File: config.mk
export PLATFORM = sky130hd
export DESIGN_NAME = mul_unit_top
export DESIGN_NICKNAME = d
export VERILOG_FILES = /design/src/rtl/mul_op_pkg.sv /design/src/rtl/mul_sched_pkg.sv /design/src/rtl/mul_operand_prep.sv /design/src/rtl/reg_fifo.sv /design/src/rtl/dsp_mul18.sv /design/src/rtl/multicycle_mul.sv /design/src/rtl/mul_unit_top.sv
export SDC_FILE = /design/constraint.sdc
export NUM_CORES = 1
export LEC_CHECK = 0
export BUFFER_PORTS_ARGS = -buffer_cell sky130_fd_sc_hd__buf_2
export CAP_MARGIN = 10
export CORE_ASPECT_RATIO = 1.2
export CORE_MARGIN = 3
export CORE_UTILIZATION = 50
export CTS_CLUSTER_DIAMETER = 120
export DETAILED_ROUTE_END_ITERATION = 16
export PLACE_DENSITY = 0.64
export SYNTH_ARGS = -nofsm -noshare
export SYNTH_HDL_FRONTEND = slang
export SYNTH_SLANG_ARGS = --single-unit
File: constraint.sdc
create_clock -name clk -period 21.6 [get_ports clk]
set_input_delay 3.24 -clock clk [delete_from_list [all_inputs] [get_ports clk]]
set_output_delay 3.24 -clock clk [all_outputs]
set_load 0.01 [all_outputs]
File: src/rtl/mul_op_pkg.sv
package mul_op_pkg;

	// register width of the core
	localparam int XLEN = 32;

	// operands after sign/zero extension, one extra bit so that all four
	// operations become a single signed multiply
	localparam int OPND_W = XLEN + 1;

	// multiply operations, encoded like the low bits of funct3
	typedef enum logic [1:0]
	{
		MUL    = 2'd0, // low word, signed x signed
		MULH   = 2'd1, // high word, signed x signed
		MULHSU = 2'd2, // high word, signed x unsigned
		MULHU  = 2'd3  // high word, unsigned x unsigned
	} mul_op_e;

endpackage

File: src/rtl/mul_sched_pkg.sv
package mul_sched_pkg;

	// one-hot control steps per multiply
	localparam int MUL_STEPS = 7;

	// width of the signed multiplier inputs
	localparam int PART_W = 18;

	// signed multiplier product
	localparam int PROD_W = 2 * PART_W;

	// accumulator holds product bits 64..17
	localparam int ACC_W = 48;

	// unsigned low slice of each operand
	localparam int LOW_W = 17;

endpackage

File: src/rtl/mul_operand_prep.sv
`timescale 1ns/1ps

module mul_operand_prep (
	input  mul_op_pkg::mul_op_e             op,
	input  logic [mul_op_pkg::XLEN-1:0]     rs1,
	input  logic [mul_op_pkg::XLEN-1:0]     rs2,
	output logic [mul_op_pkg::OPND_W-1:0]   opnd_a,
	output logic [mul_op_pkg::OPND_W-1:0]   opnd_b,
	output logic                            hi_sel
);
	import mul_op_pkg::*;

	logic sign_a; // rs1 treated as signed
	logic sign_b; // rs2 treated as signed

	always_comb
	begin
		sign_a = 1'b1;
		sign_b = 1'b1;
		hi_sel = 1'b1;
		case (op)
			MUL:
			begin
				hi_sel = 1'b0; // only the low word
			end
			MULH:
			begin
				sign_b = 1'b1;
			end
			MULHSU:
			begin
				sign_b = 1'b0;
			end
			MULHU:
			begin
				sign_a = 1'b0;
				sign_b = 1'b0;
			end
			default:
			begin
				hi_sel = 1'b0;
			end
		endcase
	end

	assign opnd_a = {sign_a & rs1[XLEN-1], rs1};
	assign opnd_b = {sign_b & rs2[XLEN-1], rs2};

endmodule

File: src/rtl/reg_fifo.sv
`timescale 1ns/1ps

module reg_fifo #(
	parameter int DEPTH = 2,
	parameter int WIDTH = 8
)(
	input  logic             clk,
	input  logic             resetn,
	input  logic             wen,
	input  logic [WIDTH-1:0] din,
	output logic             full_n,
	input  logic             ren,
	output logic [WIDTH-1:0] dout,
	output logic             empty_n
);
	// a depth of one still needs a one-bit pointer
	localparam int PTR_W = (DEPTH > 1) ? $clog2(DEPTH) : 1;
	localparam int CNT_W = $clog2(DEPTH + 1);

	logic [WIDTH-1:0] mem [DEPTH];
	logic [PTR_W-1:0] wr_ptr;
	logic [PTR_W-1:0] rd_ptr;
	logic [CNT_W-1:0] count; // items stored
	logic             do_wr;
	logic             do_rd;

	function automatic logic [PTR_W-1:0] ptr_inc(input logic [PTR_W-1:0] ptr);
		logic [PTR_W-1:0] nxt;
		if (ptr == PTR_W'(DEPTH - 1))
			nxt = '0;
		else
			nxt = ptr + 1'b1;
		return nxt;
	endfunction

	assign do_wr = wen & full_n; // writes when full are dropped
	assign do_rd = ren & empty_n;

	assign full_n = (count != CNT_W'(DEPTH));
	assign empty_n = (count != '0);
	assign dout = mem[rd_ptr]; // head shows without a read

	always_ff @(posedge clk)
	begin
		if (do_wr)
			mem[wr_ptr] <= din;
	end

	always_ff @(posedge clk or negedge resetn)
	begin
		if (!resetn)
		begin
			wr_ptr <= '0;
			rd_ptr <= '0;
			count <= '0;
		end
		else
		begin
			if (do_wr)
				wr_ptr <= ptr_inc(wr_ptr);
			if (do_rd)
				rd_ptr <= ptr_inc(rd_ptr);
			case ({do_wr, do_rd})
				2'b10: count <= count + 1'b1;
				2'b01: count <= count - 1'b1;
				default: count <= count; // none or both
			endcase
		end
	end

endmodule

File: src/rtl/dsp_mul18.sv
`timescale 1ns/1ps

module dsp_mul18 (
	input  logic                                       clk,
	input  logic                                       resetn,
	input  logic signed [mul_sched_pkg::PART_W-1:0]    a,
	input  logic signed [mul_sched_pkg::PART_W-1:0]    b,
	input  logic                                       ce_mul,
	input  logic                                       ce_out,
	output logic signed [mul_sched_pkg::PROD_W-1:0]    p
);
	import mul_sched_pkg::*;

	logic signed [PROD_W-1:0] prod_q; // first stage, raw product

	// two registers, so the product appears two enabled edges later
	always_ff @(posedge clk or negedge resetn)
	begin
		if (!resetn)
		begin
			prod_q <= '0;
			p <= '0;
		end
		else
		begin
			if (ce_mul)
				prod_q <= a * b;
			if (ce_out)
				p <= prod_q; // output stage
		end
	end

endmodule

File: src/rtl/multicycle_mul.sv
`timescale 1ns/1ps

module multicycle_mul (
	input  logic                                       clk,
	input  logic                                       resetn,
	// buffer head
	input  logic [mul_op_pkg::OPND_W-1:0]              opnd_a,
	input  logic [mul_op_pkg::OPND_W-1:0]              opnd_b,
	input  logic                                       hi_sel,
	input  logic                                       head_valid,
	output logic                                       pop,
	// 18x18 multiplier beside this block
	output logic signed [mul_sched_pkg::PART_W-1:0]    mul_a,
	output logic signed [mul_sched_pkg::PART_W-1:0]    mul_b,
	output logic                                       mul_ce,
	output logic                                       mul_ce_out,
	input  logic signed [mul_sched_pkg::PROD_W-1:0]    mul_p,
	// result handshake
	output logic [mul_op_pkg::XLEN-1:0]                res_data,
	output logic                                       res_valid,
	input  logic                                       res_ready
);
	import mul_op_pkg::*;
	import mul_sched_pkg::*;

	localparam int HIGH_W = OPND_W - LOW_W;  // 16 bits above the low slice
	localparam int FULL_W = ACC_W + LOW_W;   // 65-bit assembled product

	logic [MUL_STEPS-1:0] step;       // one-hot controller
	logic                 advance;
	logic                 res_in_ready;
	logic [PART_W-1:0]    a_lo;
	logic [PART_W-1:0]    a_hi;
	logic [PART_W-1:0]    b_lo;
	logic [PART_W-1:0]    b_hi;
	logic [ACC_W-1:0]     acc;
	logic [ACC_W-1:0]     acc_in;
	logic [LOW_W-1:0]     low_bits;   // product bits 16..0
	logic [FULL_W-1:0]    product;
	logic [XLEN-1:0]      res_word;

	// operand slices, low ones unsigned and high ones signed
	assign a_lo = {{(PART_W - LOW_W){1'b0}}, opnd_a[LOW_W-1:0]};
	assign b_lo = {{(PART_W - LOW_W){1'b0}}, opnd_b[LOW_W-1:0]};
	assign a_hi = {{(PART_W - HIGH_W){opnd_a[OPND_W-1]}}, opnd_a[OPND_W-1:LOW_W]};
	assign b_hi = {{(PART_W - HIGH_W){opnd_b[OPND_W-1]}}, opnd_b[OPND_W-1:LOW_W]};

	// step 0 ll, 1 hl, 2 lh, 3 hh
	assign mul_a = (step[0] | step[2]) ? a_lo : a_hi;
	assign mul_b = (step[0] | step[1]) ? b_lo : b_hi;
	assign mul_ce = (step[0] & head_valid) | step[1] | step[2] | step[3];

	// output stage follows the product stage by one cycle
	always_ff @(posedge clk or negedge resetn)
	begin
		if (!resetn)
			mul_ce_out <= 1'b0;
		else
			mul_ce_out <= mul_ce;
	end

	// result register can take a word when empty or being drained
	assign res_in_ready = ~res_valid | res_ready;

	// waits in step 0 for a request and in the last step for the result register
	assign advance = (step[0] & head_valid) |
		(~step[0] & ~step[MUL_STEPS-1]) |
		(step[MUL_STEPS-1] & res_in_ready);

	assign pop = step[MUL_STEPS-1] & res_in_ready;

	always_ff @(posedge clk or negedge resetn)
	begin
		if (!resetn)
			step <= MUL_STEPS'(1);
		else if (advance)
			step <= {step[MUL_STEPS-2:0], step[MUL_STEPS-1]};
	end

	// partial products arrive two cycles after their step
	always_comb
	begin
		acc_in = '0;
		if (step[2])
			acc_in = {{(ACC_W - (PROD_W - LOW_W)){1'b0}}, mul_p[PROD_W-1:LOW_W]};
		else if (step[3] | step[4])
			acc_in = {{(ACC_W - PROD_W){mul_p[PROD_W-1]}}, mul_p}; // cross terms
		else if (step[5])
			acc_in = {mul_p[ACC_W-LOW_W-1:0], {LOW_W{1'b0}}}; // hh << 17
	end

	always_ff @(posedge clk)
	begin
		if (step[1])
			acc <= '0;
		else if (step[2] | step[3] | step[4] | step[5])
			acc <= acc + acc_in;
	end

	always_ff @(posedge clk)
	begin
		if (step[2])
			low_bits <= mul_p[LOW_W-1:0]; // never touched again
	end

	assign product = {acc, low_bits};
	assign res_word = hi_sel ? product[2*XLEN-1:XLEN] : product[XLEN-1:0];

	// result register, holds under back-pressure
	always_ff @(posedge clk)
	begin
		if (step[MUL_STEPS-1] & res_in_ready)
			res_data <= res_word;
	end

	always_ff @(posedge clk or negedge resetn)
	begin
		if (!resetn)
			res_valid <= 1'b0;
		else if (res_in_ready)
			res_valid <= step[MUL_STEPS-1];
	end

endmodule

File: src/rtl/mul_unit_top.sv
`timescale 1ns/1ps

module mul_unit_top #(
	parameter int IN_BUF_DEPTH = 2
)(
	input  logic                            clk,
	input  logic                            resetn,
	input  mul_op_pkg::mul_op_e             req_op,
	input  logic [mul_op_pkg::XLEN-1:0]     req_rs1,
	input  logic [mul_op_pkg::XLEN-1:0]     req_rs2,
	input  logic                            req_valid,
	output logic                            req_ready,
	output logic [mul_op_pkg::XLEN-1:0]     res_data,
	output logic                            res_valid,
	input  logic                            res_ready
);
	import mul_op_pkg::*;
	import mul_sched_pkg::*;

	localparam int BUF_W = 1 + 2 * OPND_W; // {b, a, hi_sel}

	logic [OPND_W-1:0]        prep_a;
	logic [OPND_W-1:0]        prep_b;
	logic                     prep_hi;
	logic                     buf_wen;
	logic [BUF_W-1:0]         buf_din;
	logic [BUF_W-1:0]         buf_dout;
	logic                     buf_empty_n;
	logic                     buf_ren;
	logic signed [PART_W-1:0] mul_a;
	logic signed [PART_W-1:0] mul_b;
	logic                     mul_ce;
	logic                     mul_ce_out;
	logic signed [PROD_W-1:0] mul_p;

	mul_operand_prep u_prep (
		.op     (req_op),
		.rs1    (req_rs1),
		.rs2    (req_rs2),
		.opnd_a (prep_a),
		.opnd_b (prep_b),
		.hi_sel (prep_hi)
	);

	assign buf_wen = req_valid & req_ready;
	assign buf_din = {prep_b, prep_a, prep_hi};

	reg_fifo #(
		.DEPTH (IN_BUF_DEPTH),
		.WIDTH (BUF_W)
	) u_in_buf (
		.clk     (clk),
		.resetn  (resetn),
		.wen     (buf_wen),
		.din     (buf_din),
		.full_n  (req_ready),
		.ren     (buf_ren),
		.dout    (buf_dout),
		.empty_n (buf_empty_n)
	);

	multicycle_mul u_engine (
		.clk        (clk),
		.resetn     (resetn),
		.opnd_a     (buf_dout[OPND_W:1]),
		.opnd_b     (buf_dout[BUF_W-1:OPND_W+1]),
		.hi_sel     (buf_dout[0]),
		.head_valid (buf_empty_n),
		.pop        (buf_ren),
		.mul_a      (mul_a),
		.mul_b      (mul_b),
		.mul_ce     (mul_ce),
		.mul_ce_out (mul_ce_out),
		.mul_p      (mul_p),
		.res_data   (res_data),
		.res_valid  (res_valid),
		.res_ready  (res_ready)
	);

	dsp_mul18 u_mul18 (
		.clk    (clk),
		.resetn (resetn),
		.a      (mul_a),
		.b      (mul_b),
		.ce_mul (mul_ce),
		.ce_out (mul_ce_out),
		.p      (mul_p)
	);

endmodule

# Yosys cells after proc, flatten, opt, wreduce, memory -nomap -nowiden
# Memories as Yosys holds them, arrays and structs flattened.
# Index checks and enable logic that the tools add are counted.
[word_totals]
elab_cells = 64
mem_bits_rw = 134
reg_bits = 182
out_inout_bits = 34
mem_count = 1
input_bits = 70
[op_classes]
n_mul = 1
add_sub_neg = 5
bitwise = 23
reduce_logical = 4
eq_ne = 5
mux = 14
[mem_list]
columns = ["memory", "depth", "width", "read_ports", "rd_clocked_by_memory_dff", "wr", "line", "source"]
rows = [
  ["u_in_buf.mem", 2, 67, 1, 0, 1, "reg_fifo.sv:20", "logic [WIDTH-1:0] mem [DEPTH];"],
]
[ops]
columns = ["operator", "count"]
rows = [
  ["$mux 48", 3],
  ["$add 48x48->48", 1],
  ["$mul 18x18->36", 1],
  ["$mux 18", 2],
  ["$mux 32", 1],
  ["$or 1x1->1", 12],
  ["$and 1x1->1", 8],
  ["$mux 1", 7],
  ["$eq 2x2->1 const B", 3],
  ["$pmux 2 s2", 1],
  ["$reduce_bool 2->1", 2],
  ["$not 1->1", 3],
  ["$add 1x1->1 const B", 2],
  ["$add 2x1->2 const B", 1],
  ["$eq 2x1->1 const B", 1],
  ["$logic_not 2->1", 1],
  ["$ne 2x2->1 const B", 1],
  ["$reduce_or 2->1", 1],
  ["$sub 2x1->2 const B", 1],
]

# Logic depth before layout (Yosys ltp)
[logic_depth]
word_depth = 6
ltp_mapped = 33

# Hierarchy
# Synthesis repeated with hierarchy kept, for this count alone.
[unflattened]
hier_cells = 2728
hier_area_um2 = 28319.7
[by_module_without_submodules]
columns = ["module", "area_per_inst_um2", "seq_area_each_um2", "cells_per_inst", "n_inst"]
rows = [
  ["dsp_mul18", 15059.4, 1801.7, 1551, 1],
  ["multicycle_mul", 7632.3, 2638.8, 883, 1],
  ["reg_fifo", 5121.2, 4124.0, 226, 1],
  ["mul_operand_prep", 500.5, 0.0, 67, 1],
  ["mul_unit_top", 6.3, 0.0, 1, 1],
]

# Worst setup path before layout
# OpenSTA, ideal clock, no wires.
[synth_timing]
kind = "reg-to-reg"
start = "register u_in_buf.rd_ptr"
end = "register u_mul18.prod_q[35]"
n_path_buf = 5
slack_ps = 13953
t_arrival_ps = 7546
synth_period_minus_slack_ps = 7647
path_stages_with_launch = 29
setup_time_ps = 101
cell_sequence = "dfrtp_1 > clkbuf_1 > clkbuf_1 > clkbuf_1 > clkbuf_1 > o21a_1 > clkbuf_1 > nand2_1 > fa_1 > inv_1 > fa_1 > inv_1 > fa_1 > inv_1 > fa_1 > fa_1 > inv_1 > fa_1 > inv_1 > ha_1 > a21o_1 > a211oi_1 > and3_1 > a21oi_1 > o41ai_2 > o21ai_2 > a221oi_2 > mux2i_1 > nor4_1"
[synth_between]
elab_chain_cells = 3
[synth_lines]
columns = ["item", "line", "source"]
rows = [
  ["start: declaration", "reg_fifo.sv:22", "logic [PTR_W-1:0] rd_ptr;"],
  ["start signal: assignment", "reg_fifo.sv:62", "rd_ptr <= ptr_inc(rd_ptr);"],
  ["$mem_v2 2x67 (*)", "n/a", ""],
  ["$mux 18 (on tied branches)", "multicycle_mul.sv:49, multicycle_mul.sv:50", ""],
  ["$mul 18x18->36 (*)", "dsp_mul18.sv:27", "prod_q <= a * b;"],
  ["end signal: assignment", "dsp_mul18.sv:27", ""],
  ["end: declaration", "dsp_mul18.sv:14", "logic signed [PROD_W-1:0] prod_q;"],
]
# Every way passes the cells marked *; elsewhere a longest branch is shown, timed or not.
# A chain may end at the register's enable or synchronous reset.

# Final worst setup path
[layout_timing]
start = "register u_engine.step[2]"
end = "register u_mul18.prod_q[35]"
[layout_between]
elab_chain_cells = 3
[layout_lines]
columns = ["item", "line", "source"]
rows = [
  ["start: declaration", "multicycle_mul.sv:29", "logic [MUL_STEPS-1:0] step;"],
  ["start signal: assignment", "multicycle_mul.sv:77", "step <= {step[MUL_STEPS-2:0], step[MUL_STEPS-1]};"],
  ["$or 1x1->1", "multicycle_mul.sv:49", "assign mul_a = (step[0] | step[2]) ? a_lo : a_hi;"],
  ["$mux 18", "multicycle_mul.sv:49", ""],
  ["$mul 18x18->36", "dsp_mul18.sv:27", ""],
]
# Several ways; a longest one is shown, not always the timed one.

==> results.yml <==
outcome:
  status: "complete, no violations"
setup_path:
  worst-endpoint-required_ns: 22.04
  cp_max_fo: 65
  crit_path_end_kind: "register"
  worstSetupPathType: "reg2reg"
  startpoint_type: "register"
  arrival_ns: 8.81
routing:
  dr_total_vias: 18900
  dr.pass1.iters: 5
  drtIter0Drc: 1204
  routed_via_density: 5.44
  drc: 0
  wl_um: 68300
  wl_per_cell_um: 19.6
  antenna_left: 0
finish:
  fin_nets: 3296
  final-instance-count-excl-fill: 3480
  fillers: 4643
  area_growth_pct: 8.91
  diodes: 0
  drive_above_1_share_pct: 10.8
clock_tree:
  tritoncts.num_buffers: 35
  ctsResizeCount: 0
  cts-root-buf: "clkbuf_16"
  post_cts_buffers: 0
  cts_sinks: 315
  cts_tree: "yes"
  clkTransAtPathRegs_ns: 0.06
  clkLatencyLatePin_ns: 0.56
  cts_hold_buf: 0
  clk_path_buf_depth: 3
  cts_max_level: 2
floorplanning:
  rows: 91
  ios: 104
  die-width_um: 216
  die_h_um: 259
  core_sq_um: 51900
  initial_core_util_pct: 51.2
  dieArea_sq_um: 56000
synthesis:
  syn_area_sq_um: 26600
  yosysUniqueCellTypes: 68
  synth_mux_area_share_pct: 4.00
  yosys.area_share.simple_pct: 13.0
  synth_compound_area_share_pct: 9.60
  synthAdderAreaFrac_pct: 31.5
  ys_seq_area_share_pct: 32.2
  yosys.area.top_type_share_pct: 24.9
  syn_inst: 2692
  yosys-top-cells-area: "fa_1 (25%), edfxtp_1 (21%), dfrtp_1 (7.9%), ha_1 (6.6%), nand2_1 (6.0%)"
  synth_xor_area_share_pct: 2.51
  synth_seq_cells: 315
  synth_top_family_by_area: "adder cells"
  synth_flop_cell: "edfxtp_1"
  syn-num-nets: 3232
  synth_top_area_cell: "fa_1"
  ys.warnings.count: 0
  avgSynthCellArea_sq_um: 9.87
  asyncSetResetFlopFracSynth_pct: 27.0
  synth_edf_count: 183
placed_design:
  numPortBuffers: 103
  pre_cts_ws_ns: 13.30
  place_inst: 3416
  dp_hpwl_um: 54100
  routabilityCongestion: 1.01
timing:
  rsz0062_at_grt: "false"
  fmaxAchievable_mhz: 119
  setup_viol: 0
  relSlewSlack_pct: 26.1
  drv_slew: 0
  worst_slew_pin_slew_ns: 1.10
  fin_crit_sh_pct: 38.8
  period_needed_ns: 8.37
  totalNegativeSetupSlack_ns: 0
  hold_viol: 0
  postLayoutSetupSlackWorst_ns: 13.23
  fin_skew_ns: 0.0198
grt:
  grt_max_degree: 68
  overflow: 0
  grtUsageTotal_pct: 25.0
  grt_pass1_vias: 20100
  grt_pass1_wl_um: 109000
  antenna_found_initial: 0
worst_hold_path:
  hp-class: "reg2reg"
job:
  max_cap_viol_count: 0
cells in the final DEF, fill, tap and decap left out, types with 7 or more instances in the layout:
cell type / count
nor2b_1: 9
fa_1: 330
buf_4: 32
buf_2: 102
dfxtp_1: 47
nand4_1: 7
a21oi_1: 131
a22o_1: 17
o21ai_0: 44
edfxtp_1: 183
nand2_1: 422
nand3_1: 39
mux2_2: 78
a211oi_1: 15
nor2_1: 260
or2_2: 11
clkbuf_16: 35
and3_1: 10
o21ai_1: 45
nor3_1: 11
nand2b_1: 26
xor2_1: 27
and2_1: 12
dfrtp_1: 82
inv_1: 397
o31ai_1: 8
o211ai_1: 10
ha_1: 140
o21a_1: 35
a21o_1: 48
xnor2_1: 49
or3_1: 8
worst paths after layout:
kind	startpoint	endpoint	slack, ns	depth (start not counted)
max	u_engine.step[2]	u_mul18.prod_q[35]	13.23	25
min	u_mul18.prod_q[5]	u_mul18.prod_q[5]	0.47	2
max reg2reg	u_engine.step[2]	u_mul18.prod_q[35]	13.23	25
min reg2reg	u_mul18.prod_q[5]	u_mul18.prod_q[5]	0.47	2
max in group asynchronous	resetn	u_engine.step[2]	17.84	2
min in group asynchronous	resetn	u_mul18.prod_q[27]	2.55	1
worst max-delay path, stage by stage, from the launching register on:
cell      delay, ns
dfrtp_2        0.34
buf_4          0.54
or2_2          0.61
nand2_1        0.11
nand3_1        0.12
o21a_1         0.55
nand2_1        0.16
fa_1           0.57
fa_1           0.47
fa_1           0.55
inv_1          0.05
fa_1           0.50
fa_1           0.50
inv_1          0.05
fa_1           0.47
inv_1          0.04
ha_1           0.33
a21o_1         0.20
a211oi_1       0.39
and3_1         0.23
a21oi_1        0.13
o41ai_2        0.53
o21ai_2        0.15
a221oi_2       0.28
mux2i_1        0.10
nor4_1         0.25
layout make-up:
cell class	instances	area (sq um)	share of cell area [%]
clock buffers	44	940	3.25
clock inverters	20	174	0.601
inverters	399	1500	5.18
multi-input cells	1871	16100	55.8
flip-flops and latches	315	8570	29.6
well taps	697	872	3.01
repair buffers	134	751	2.59
metrics by stage:
step	instance area (sq um)	hold WS, ns	util (%)
6_report	28900	0.468	55.7
5_1_grt	28900	0.493	55.7
4_1_cts	28900	0.470	55.7
3_5_place_dp	27800	0.456	53.6
3_3_place_gp	27800	0.448	53.6
2_1_floorplan	26600	0.433	-
routing by layer:
| metal | wire, um | GRT usage, % |
|---|---|---|
| met1 | 27100 | 30.3 |
| met2 | 33500 | 43.7 |
| met3 | 3770 | 3.60 |
| met4 | 3950 | 12.6 |
| met5 | 0 | 0 |
kinds of logic after synthesis:
logic type      after synthesis
fa+ha+maj                   470
mux                          89
buf+inv                     506
simple gates                835
xor+xnor                     76
flops                       315
compound gates              401
cell usage after synthesis (all sizes together), types with 16 or more instances:
cell / count
nor2: 262
o21a: 35
nand3: 39
a21oi: 131
nand2: 422
inv: 397
dfrtp: 84
a211oi: 16
mux2: 78
dfxtp: 47
clkbuf: 99
nand2b: 26
o21ai: 92
fa: 330
a21o: 48
xnor2: 49
edfxtp: 183
ha: 140
xor2: 27
a22o: 17
flip-flops by register name (all words and copies together), names as in the netlist:
name,cells
u_in_buf.mem,134
u_engine.acc,47
u_mul18.p,36
u_mul18.prod_q,36
u_engine.res_data,32
u_engine.low_bits,17
u_engine.step,7
u_in_buf.count,2
u_engine.mul_ce_out,1
u_engine.res_valid,1
u_in_buf.rd_ptr,1
u_in_buf.wr_ptr,1
Power is not shown: default switching activity piles up to over one toggle a cycle in this logic, so the estimate is an artifact.
